[src/include/pit_macros.svh]
`ifndef PIT_MACROS_SVH
`define PIT_MACROS_SVH

// ========================================
// sizes
// ========================================
`define PIT_NTIMER 4
`define PIT_BITS 32
`define PIT_DW 32
`define PIT_AW 9

// per channel offsets inside a 0x10 stride
`define PIT_OFS_COUNT 4'h0
`define PIT_OFS_MAX 4'h4
`define PIT_OFS_ONT 4'h8
`define PIT_OFS_CTRL 4'hC

// ========================================
// global registers
// ========================================
`define PIT_REG_UFLOW 9'h100
`define PIT_REG_SYNC 9'h104
`define PIT_REG_IE 9'h108
`define PIT_REG_OUT 9'h10C
`define PIT_REG_IGATE 9'h110
`define PIT_REG_IGSET 9'h114
`define PIT_REG_IGCLR 9'h118

`endif

[src/pit_pkg.sv]
`include "pit_macros.svh"

package pit_pkg;

	// control byte of a channel, bit 0 is ld
	// members are listed msb first
	typedef struct packed {
		logic commit;
		logic [1:0] rsvd;
		logic ge;
		logic xc;
		logic ar;
		logic ce;
		logic ld;
	} pit_ctrl_t;

	// control byte sits in the low byte of the bus word
	typedef struct packed {
		logic [`PIT_DW-9:0] pad;
		pit_ctrl_t ctrl;
	} pit_ctrl_word_t;

	// one write word, decoded by the register addressed
	typedef union packed {
		logic [`PIT_DW-1:0] raw;
		pit_ctrl_word_t cw;
	} pit_wdata_u;

endpackage

[src/pit_chan_if.sv]
`timescale 1ns/1ps
`include "pit_macros.svh"

// link between the register block and one channel counter
interface pit_chan_if;

	// from the register block
	// load request, one clock wide
	logic ld;
	// active count enable
	logic ce_set;
	logic ar;
	logic xc;
	logic ge;
	// software gate bit of this channel
	logic igate;
	logic [`PIT_BITS-1:0] maxcount;
	logic [`PIT_BITS-1:0] ont;

	// from the counter
	logic [`PIT_BITS-1:0] count;
	logic out;
	// underflow tick, one clock wide
	logic uflow;
	// no-reload channel hit zero, ce must drop
	logic stopped;

	modport regs (
		output ld, ce_set, ar, xc, ge, igate, maxcount, ont,
		input count, out, uflow, stopped
	);

	modport counter (
		input ld, ce_set, ar, xc, ge, igate, maxcount, ont,
		output count, out, uflow, stopped
	);

endinterface

[src/pit_counter.sv]
`timescale 1ns/1ps
`include "pit_macros.svh"

module pit_counter (
	input logic clk,
	input logic rst,
	input logic ext_clk_i,
	input logic gate_i,
	pit_chan_if.counter ch
);

	// two sync flops plus one history flop for the edge
	logic [2:0] xsync;
	logic xedge;
	logic clk_ok;
	logic gate_ok;
	logic tick;

	logic [`PIT_BITS-1:0] count_q;
	logic out_q;
	logic uflow_q;
	logic stopped_q;

	// ========================================
	// external clock sync and edge detect
	// ========================================
	always_ff @(posedge clk) begin
		if (rst) begin
			xsync <= '0;
		end else begin
			xsync <= {xsync[1:0], ext_clk_i};
		end
	end

	// rising edge after the second sync flop
	assign xedge = xsync[1] && !xsync[2];

	// tick needs enable, a clock source and an open gate
	assign clk_ok = !ch.xc || xedge;
	assign gate_ok = !ch.ge || (ch.igate && gate_i);
	// a stopped channel waits one clock for ce to drop
	assign tick = ch.ce_set && clk_ok && gate_ok && !stopped_q;

	// ========================================
	// down counter and pulse output
	// ========================================
	always_ff @(posedge clk) begin
		if (rst) begin
			count_q <= '0;
			out_q <= 1'b0;
			uflow_q <= 1'b0;
			stopped_q <= 1'b0;
		end else begin
			uflow_q <= 1'b0;
			stopped_q <= 1'b0;
			// load beats a tick in the same cycle
			if (ch.ld) begin
				count_q <= ch.maxcount;
			end else if (tick) begin
				if (count_q == ch.ont) begin
					out_q <= 1'b1;
					count_q <= count_q - 1'b1;
				end else if (count_q == '0) begin
					uflow_q <= 1'b1;
					out_q <= 1'b0;
					if (ch.ar) begin
						count_q <= ch.maxcount;
					end else begin
						// hold at zero, register block drops ce
						stopped_q <= 1'b1;
					end
				end else begin
					count_q <= count_q - 1'b1;
				end
			end
		end
	end

	assign ch.count = count_q;
	assign ch.out = out_q;
	assign ch.uflow = uflow_q;
	assign ch.stopped = stopped_q;

endmodule

[src/pit_regs.sv]
`timescale 1ns/1ps
`include "pit_macros.svh"

module pit_regs (
	input logic clk,
	input logic rst,
	input logic req_i,
	input logic we_i,
	input logic [`PIT_AW-1:0] addr_i,
	input pit_pkg::pit_wdata_u wdata_i,
	output logic ack_o,
	output logic [`PIT_DW-1:0] rdata_o,
	output logic irq_o,
	pit_chan_if.regs ch [`PIT_NTIMER]
);

	localparam int CW = $clog2(`PIT_NTIMER);

	// bus side
	logic access;
	logic wr;
	logic ch_hit;
	logic [3:0] a_ch;
	logic [CW-1:0] a_idx;
	logic [3:0] a_ofs;
	logic [`PIT_DW-1:0] rd_val;
	pit_pkg::pit_ctrl_t rd_ctrl;

	// shadow and active values
	logic [`PIT_BITS-1:0] max_sh [`PIT_NTIMER];
	logic [`PIT_BITS-1:0] ont_sh [`PIT_NTIMER];
	logic [`PIT_BITS-1:0] max_act [`PIT_NTIMER];
	logic [`PIT_BITS-1:0] ont_act [`PIT_NTIMER];
	pit_pkg::pit_ctrl_t ctrl_sh [`PIT_NTIMER];

	// active control bits
	logic [`PIT_NTIMER-1:0] ld_q;
	logic [`PIT_NTIMER-1:0] ce_q;
	logic [`PIT_NTIMER-1:0] ar_q;
	logic [`PIT_NTIMER-1:0] xc_q;
	logic [`PIT_NTIMER-1:0] ge_q;

	// global state
	logic [`PIT_NTIMER-1:0] ie;
	logic [`PIT_NTIMER-1:0] igate;
	logic [`PIT_NTIMER-1:0] uflow_st;
	logic [`PIT_NTIMER-1:0] irqf;

	// collected from the counters
	logic [`PIT_BITS-1:0] count_a [`PIT_NTIMER];
	logic [`PIT_NTIMER-1:0] out_a;
	logic [`PIT_NTIMER-1:0] uflow_a;
	logic [`PIT_NTIMER-1:0] stopped_a;

	// ========================================
	// channel links
	// ========================================
	for (genvar g = 0; g < `PIT_NTIMER; g++) begin : g_link
		assign ch[g].ld = ld_q[g];
		assign ch[g].ce_set = ce_q[g];
		assign ch[g].ar = ar_q[g];
		assign ch[g].xc = xc_q[g];
		assign ch[g].ge = ge_q[g];
		assign ch[g].igate = igate[g];
		assign ch[g].maxcount = max_act[g];
		assign ch[g].ont = ont_act[g];
		assign count_a[g] = ch[g].count;
		assign out_a[g] = ch[g].out;
		assign uflow_a[g] = ch[g].uflow;
		assign stopped_a[g] = ch[g].stopped;
	end

	// ========================================
	// four-phase handshake
	// ========================================
	// access happens once per req, ack blocks a second one
	assign access = req_i && !ack_o;
	assign wr = access && we_i;

	always_ff @(posedge clk) begin
		if (rst) begin
			ack_o <= 1'b0;
		end else if (access) begin
			ack_o <= 1'b1;
		end else if (!req_i) begin
			ack_o <= 1'b0;
		end
	end

	// channel window is the lower half of the map
	assign a_ch = addr_i[`PIT_AW-2:4];
	assign a_idx = a_ch[CW-1:0];
	assign a_ofs = addr_i[3:0];
	assign ch_hit = !addr_i[`PIT_AW-1] && (a_ch < `PIT_NTIMER);

	// ========================================
	// read mux
	// ========================================
	always_comb begin
		rd_val = '0;
		rd_ctrl = '0;
		// reads show active state, ld and commit always read zero
		rd_ctrl.ce = ce_q[a_idx];
		rd_ctrl.ar = ar_q[a_idx];
		rd_ctrl.xc = xc_q[a_idx];
		rd_ctrl.ge = ge_q[a_idx];
		if (ch_hit) begin
			case (a_ofs)
				`PIT_OFS_COUNT: rd_val = count_a[a_idx];
				`PIT_OFS_MAX: rd_val = max_act[a_idx];
				`PIT_OFS_ONT: rd_val = ont_act[a_idx];
				`PIT_OFS_CTRL: rd_val = {{(`PIT_DW-8){1'b0}}, rd_ctrl};
				default: rd_val = '0;
			endcase
		end else begin
			case (addr_i)
				`PIT_REG_UFLOW: rd_val = {{(`PIT_DW-`PIT_NTIMER){1'b0}}, uflow_st};
				`PIT_REG_IE: rd_val = {{(`PIT_DW-`PIT_NTIMER){1'b0}}, ie};
				`PIT_REG_OUT: rd_val = {{(`PIT_DW-`PIT_NTIMER){1'b0}}, out_a};
				`PIT_REG_IGATE: rd_val = {{(`PIT_DW-`PIT_NTIMER){1'b0}}, igate};
				// sync, igset and igclr are write only
				default: rd_val = '0;
			endcase
		end
	end

	// read data is captured with the ack, writes return zero
	always_ff @(posedge clk) begin
		if (access) begin
			rdata_o <= we_i ? '0 : rd_val;
		end
	end

	// ========================================
	// register updates
	// ========================================
	always_ff @(posedge clk) begin
		if (rst) begin
			ld_q <= '0;
			ce_q <= '0;
			ar_q <= '1;
			xc_q <= '0;
			ge_q <= '0;
			ie <= '0;
			igate <= '0;
			uflow_st <= '0;
			irqf <= '0;
			irq_o <= 1'b0;
			for (int i = 0; i < `PIT_NTIMER; i++) begin
				max_sh[i] <= '0;
				ont_sh[i] <= '0;
				max_act[i] <= '0;
				ont_act[i] <= '0;
				ctrl_sh[i] <= '0;
				ctrl_sh[i].ar <= 1'b1;
			end
		end else begin
			// load is a single clock request
			ld_q <= '0;
			irq_o <= |irqf;
			if (wr) begin
				case (addr_i)
					`PIT_REG_IE: ie <= wdata_i.raw[`PIT_NTIMER-1:0];
					`PIT_REG_IGATE: igate <= wdata_i.raw[`PIT_NTIMER-1:0];
					`PIT_REG_IGSET: igate <= igate | wdata_i.raw[`PIT_NTIMER-1:0];
					`PIT_REG_IGCLR: igate <= igate & ~wdata_i.raw[`PIT_NTIMER-1:0];
					default: ;
				endcase
			end
			for (int i = 0; i < `PIT_NTIMER; i++) begin
				// counter events, a bus write in the same cycle wins
				if (stopped_a[i]) begin
					ce_q[i] <= 1'b0;
				end
				if (uflow_a[i]) begin
					uflow_st[i] <= 1'b1;
					if (ie[i]) begin
						irqf[i] <= 1'b1;
					end
				end
				if (wr && ch_hit && a_idx == CW'(i)) begin
					case (a_ofs)
						`PIT_OFS_MAX: max_sh[i] <= wdata_i.raw;
						`PIT_OFS_ONT: ont_sh[i] <= wdata_i.raw;
						`PIT_OFS_CTRL: begin
							ctrl_sh[i] <= wdata_i.cw.ctrl;
							ctrl_sh[i].commit <= 1'b0;
							// commit moves this word and both shadows to active
							if (wdata_i.cw.ctrl.commit) begin
								// load already issued, keep it out of a later sync
								ctrl_sh[i].ld <= 1'b0;
								ld_q[i] <= wdata_i.cw.ctrl.ld;
								ce_q[i] <= wdata_i.cw.ctrl.ce;
								ar_q[i] <= wdata_i.cw.ctrl.ar;
								xc_q[i] <= wdata_i.cw.ctrl.xc;
								ge_q[i] <= wdata_i.cw.ctrl.ge;
								max_act[i] <= max_sh[i];
								ont_act[i] <= ont_sh[i];
							end
						end
						default: ;
					endcase
				end
				// sync copies shadow state of every channel named in the mask
				if (wr && addr_i == `PIT_REG_SYNC && wdata_i.raw[i]) begin
					ld_q[i] <= ctrl_sh[i].ld;
					ce_q[i] <= ctrl_sh[i].ce;
					ar_q[i] <= ctrl_sh[i].ar;
					xc_q[i] <= ctrl_sh[i].xc;
					ge_q[i] <= ctrl_sh[i].ge;
					ctrl_sh[i].ld <= 1'b0;
					max_act[i] <= max_sh[i];
					ont_act[i] <= ont_sh[i];
				end
				// write one to clear status, flag and enable
				if (wr && addr_i == `PIT_REG_UFLOW && wdata_i.raw[i]) begin
					uflow_st[i] <= 1'b0;
					irqf[i] <= 1'b0;
					ie[i] <= 1'b0;
				end
			end
		end
	end

endmodule

[src/pit_top.sv]
`timescale 1ns/1ps
`include "pit_macros.svh"

module pit_top (
	input logic clk,
	input logic rst,
	// host register bus
	input logic req_i,
	input logic we_i,
	input logic [`PIT_AW-1:0] addr_i,
	input logic [`PIT_DW-1:0] wdata_i,
	output logic ack_o,
	output logic [`PIT_DW-1:0] rdata_o,
	// timer pins, one bit per channel
	input logic [`PIT_NTIMER-1:0] ext_clk_i,
	input logic [`PIT_NTIMER-1:0] gate_i,
	output logic [`PIT_NTIMER-1:0] out_o,
	output logic irq_o
);

	// one link per channel
	pit_chan_if ch_if [`PIT_NTIMER] ();

	// ========================================
	// register block
	// ========================================
	pit_regs i_regs (
		.clk(clk),
		.rst(rst),
		.req_i(req_i),
		.we_i(we_i),
		.addr_i(addr_i),
		.wdata_i(wdata_i),
		.ack_o(ack_o),
		.rdata_o(rdata_o),
		.irq_o(irq_o),
		.ch(ch_if)
	);

	// ========================================
	// channel counters
	// ========================================
	for (genvar g = 0; g < `PIT_NTIMER; g++) begin : g_chan
		pit_counter i_counter (
			.clk(clk),
			.rst(rst),
			.ext_clk_i(ext_clk_i[g]),
			.gate_i(gate_i[g]),
			.ch(ch_if[g])
		);

		assign out_o[g] = ch_if[g].out;
	end

endmodule
[config.mk]
export PLATFORM = sky130hd
export DESIGN_NAME = pit_top
export DESIGN_NICKNAME = d
export VERILOG_FILES = /design/src/pit_pkg.sv /design/src/pit_chan_if.sv /design/src/pit_counter.sv /design/src/pit_regs.sv /design/src/pit_top.sv
export VERILOG_INCLUDE_DIRS = /design/src /design/src/include
export SDC_FILE = /design/constraint.sdc
export NUM_CORES = 1
export LEC_CHECK = 0
export ABC_AREA = 0
export BUFFER_PORTS_ARGS = -buffer_cell sky130_fd_sc_hd__buf_2
export CAP_MARGIN = 0
export CORE_ASPECT_RATIO = 1.75
export CORE_MARGIN = 2
export CORE_UTILIZATION = 30
export DETAILED_ROUTE_END_ITERATION = 7
export PLACE_DENSITY_LB_ADDON = 0.1
export SLEW_MARGIN = 20
export SYNTH_ARGS = -nofsm -noshare
export SYNTH_HDL_FRONTEND = slang
export SYNTH_HIERARCHICAL = 1
export SYNTH_SLANG_ARGS = --single-unit
[constraint.sdc]
create_clock -name clk -period 4.7 [get_ports clk]
set_input_delay 0.94 -clock clk [delete_from_list [all_inputs] [get_ports clk]]
set_output_delay 0.94 -clock clk [all_outputs]
set_load 0.005 [all_outputs]
==> impl_results.md <==
- Slew headroom: 21.0%
- Mapped Avg Cell Area: 12.0 µm²
- Detailed Routing Iterations Pass 1: 8
- Yosys reg bits: 754
- Setup violators final: 0
- Die Y: 466 µm
- Via count: 26,900
- Antenna Nets Post-Route: 0
- Compound-Gate Fraction of Synth Area: 9.25%
- Largest net degree at the start of global routing: 126
- Outcome: completed
- Final worst setup slack: 0.490 ns
- Post-place setup slack: 0.529 ns
- Routed vias/inst: 5.55
- Clock buffer depth: 3
- Hold path start: g_chan[1].i_counter/xsync[0]
- Root buffer cell: clkbuf_16
- Top_reg_cell synth: edfxtp_1
- Vias in the first global route: 27,100
- Xor/xnor share of the synthesized area: 3.06%
- DIE WIDTH: 268 µm
- Min-Delay Path Depth: 1
- Area grow syn2layout: 16.3%
- Peak VDD IR: 0.228 mV
- Fmax: 238 MHz
- Post-Syn Instances: 3,048
- Synth cell types: 69
- Clk Latency, worst-skew pair: 0.70 ns
- Top post-synthesis cells by area: edfxtp_1 (46%), dfxtp_1 (11%), and2_1 (8.8%)
- Reg2reg setup slack: 0.49 ns
- Worst Reg-to-Reg Cells: 10
- CTS Buf Count: 79
- Area share of and/or/nand/nor cells after synthesis: 18.3%
- Core Box Area: 121,000 µm²
- Sequential share of the synthesized area: 56.6%
- Period utilization: 89.6%
- P per Cell Area: 354 nW/µm²
- Leakage: 14.9 nW
- Critical path capture point type: register
- Initial DRC count: 2,700
- Max-cap violations: 0
- Final Wtd Congestion: 1.00
- Area leader, netlist: edfxtp_1
- Hold Crit Endpoint: g_chan[1].i_counter/xsync[1]
- DRT Wirelength: 175 mm
- Fin area: 42,500 µm²
- Hold Vio Cnt, Final: 0
- Post-route setup TNS: 0 ns
- Total grt overflow: 0
- Arrival @ worst endpoint: 4.79 ns
- Post-synth EDFFs: 562
- Number of port buffers: 90
- Synth warn: 6
- Most frequent cell after synthesis: edfxtp_1
- Row count: 169
- Post-DP Area: 39,800 µm²
- Global Route Usage Sum: 27.9%
- Net Count, Synth: 3,105
- Required @ worst endpoint: 5.28 ns
- Post-DP HPWL: 126 mm
- Remaining DRCs: 0
- Layout cells sized above 1: 17.0%
- Boundary pin count: 91
- H-tree levels: 3
- Crit path launch type: register
- Initial cell density of the core: 30.2%
- Crit path time final: 4.21 ns
- Worst Skew: 0.0420 ns
- Multi-input logic area: 14,700 µm²
- Ys async rst share: 0%
- WL/cell: 36.0 µm
- Synth top area share: 46.1%
- Setup Buffers After CTS: 0
- Initial antenna violation count: 15
- Slew Viols, Final: 0
- TritonCTS clock tree: done
- Largest family of logic cells by synthesized area: simple AND/OR/NAND/NOR gates
- Sink Count: 754
- Global-route wire length before repair: 236 mm
- RSZ-0062 raised after global routing: no
- Mux share of post-synthesis cell area: 8.83%
- Post-Synth Adder-Cell Area: 0.137%
- Critical path peak fanout: 24
- Util after Layout: 35.1%
- Fillers: 11,900
- Quantity of gates resized following cts: 0
- Worst r2r src: g_chan[0].i_counter/ch.count[17]
- Worst R2R End: g_chan[0].i_counter/ch.count[19]
- Worst slew pin tran: 1.18 ns
- Sequential cell area: 20,700 µm²
- Top post-synthesis cells by count: edfxtp_1 (562), and2_1 (513), dfxtp_1 (192), a21oi_1 (145), nand2_1 (141)
- Crit path kind: register to register
- Die area: 125,000 µm²
- # nets final: 3,220
- Hold Path Class: register to register
- Cell Area, Synth: 36,600 µm²
- CTS Hold Bufs: 0
- Reg clk slew, reported paths: 0.07 ns
## worst max path at each step
stage                                     startpoint                                to  slack, ns  cells after the start
finish              g_chan[0].i_counter/ch.count[17]  g_chan[0].i_counter/ch.count[19]       0.49                     10
floorplan                                  addr_i[3]              i_regs/max_act[2][0]       0.49                      7
CTS                            i_regs/ont_act[0][17]  g_chan[0].i_counter/ch.count[19]       0.51                     10
detailed placement             i_regs/ont_act[0][17]  g_chan[0].i_counter/ch.count[19]       0.53                     10
global route         g_chan[2].i_counter/ch.count[0]  g_chan[2].i_counter/ch.count[13]       0.63                      9
global placement                i_regs/ont_act[2][1]   g_chan[2].i_counter/ch.count[1]       0.33                     10
## final cells by class
cell class                      instances  area share, %
Tap cell                             1624           4.78
Timing Repair Buffer                  236           4.43
Antenna cell                            5         0.0294
Multi-Input combinational cell       1972           34.5
Inverter                              120           1.06
Sequential cell                       754           48.7
Clock buffer                          103           5.22
Clock inverter                         43           1.27
## through the flow
step           cells  hold slack [ns]  total power [mW]
6_report        4857            0.442              15.0
5_1_grt         4853            0.466              15.4
4_1_cts         4852            0.446              15.2
3_5_place_dp    4706            0.426              8.35
3_3_place_gp    4704            0.434              8.35
2_1_floorplan   3048            0.410              7.87
## state kept, by name, indices dropped and copies added, names as in the netlist
name                         count
i_regs/rdata_o                  32
i_regs/ge_q                      4
i_regs/ont_sh                  128
i_regs/uflow_st                  4
i_regs/ce_q                      4
i_regs/max_sh                  128
g_chan.i_counter/ch.count      128
g_chan.i_counter/ch.out          4
i_regs/irqf                      4
i_regs/ld_q                      4
i_regs/igate                     4
i_regs/xc_q                      4
i_regs/ctrl_sh                  20
i_regs/irq_o                     1
g_chan.i_counter/ch.stopped      4
i_regs/max_act                 128
g_chan.i_counter/xsync          12
i_regs/ack_o                     1
i_regs/ie                        4
i_regs/ont_act                 128
g_chan.i_counter/ch.uflow        4
i_regs/ar_q                      4
## worst max-delay path, cell delays in order (launching register included)
cell,delay (ns)
dfxtp_1,0.43
xnor2_1,0.87
nand4_1,0.40
nor4_1,0.80
buf_4,0.24
nand2_1,0.07
buf_4,0.21
a21oi_4,0.14
buf_4,0.41
o21ai_0,0.15
a221oi_1,0.33
## metal layers
metal / wire, µm / up-vias / global-route usage [%]
met5: 29 / - / 0
met4: 16000 / 4 / 21.1
met3: 8280 / 436 / 3.57
met2: 89600 / 1245 / 50.0
met1: 60900 / 13800 / 29.7
li1: - / 11500 / -
## report_power, final
| part | leakage [nW] | switching [mW] | internal, mW |
|---|---|---|---|
| clock | 1.34 | 2.92 | 3.92 |
| combinational | 6.14 | 0.524 | 0.231 |
| sequential | 7.40 | 0.152 | 7.29 |
| total | 14.9 | 3.60 | 11.4 |
## cells by family after synthesis
group / count (synthesis)
compound gates: 483
xor+xnor: 128
simple gates: 1160
flops: 754
mux: 197
fa+ha+maj: 4
buf+inv: 322
## cell usage in the layout (no fill, tap or decap), drive strengths merged, types with 15 or more instances in the layout
master / instances
mux4: 100
nand3: 51
a21o: 22
nor4: 62
or3: 31
a211oi: 33
edfxtp: 562
a21oi: 148
and2: 515
mux2i: 91
nor2b: 28
clkbuf: 103
buf: 236
o21ai: 76
a22oi: 40
nor2: 126
o32ai: 64
nand2: 141
nand4: 49
nand2b: 15
clkinv: 28
xnor2: 128
a221oi: 34
or4: 22
inv: 119
nor3: 69
dfxtp: 192
No activity file was read; power rests on OpenSTA's default activity.
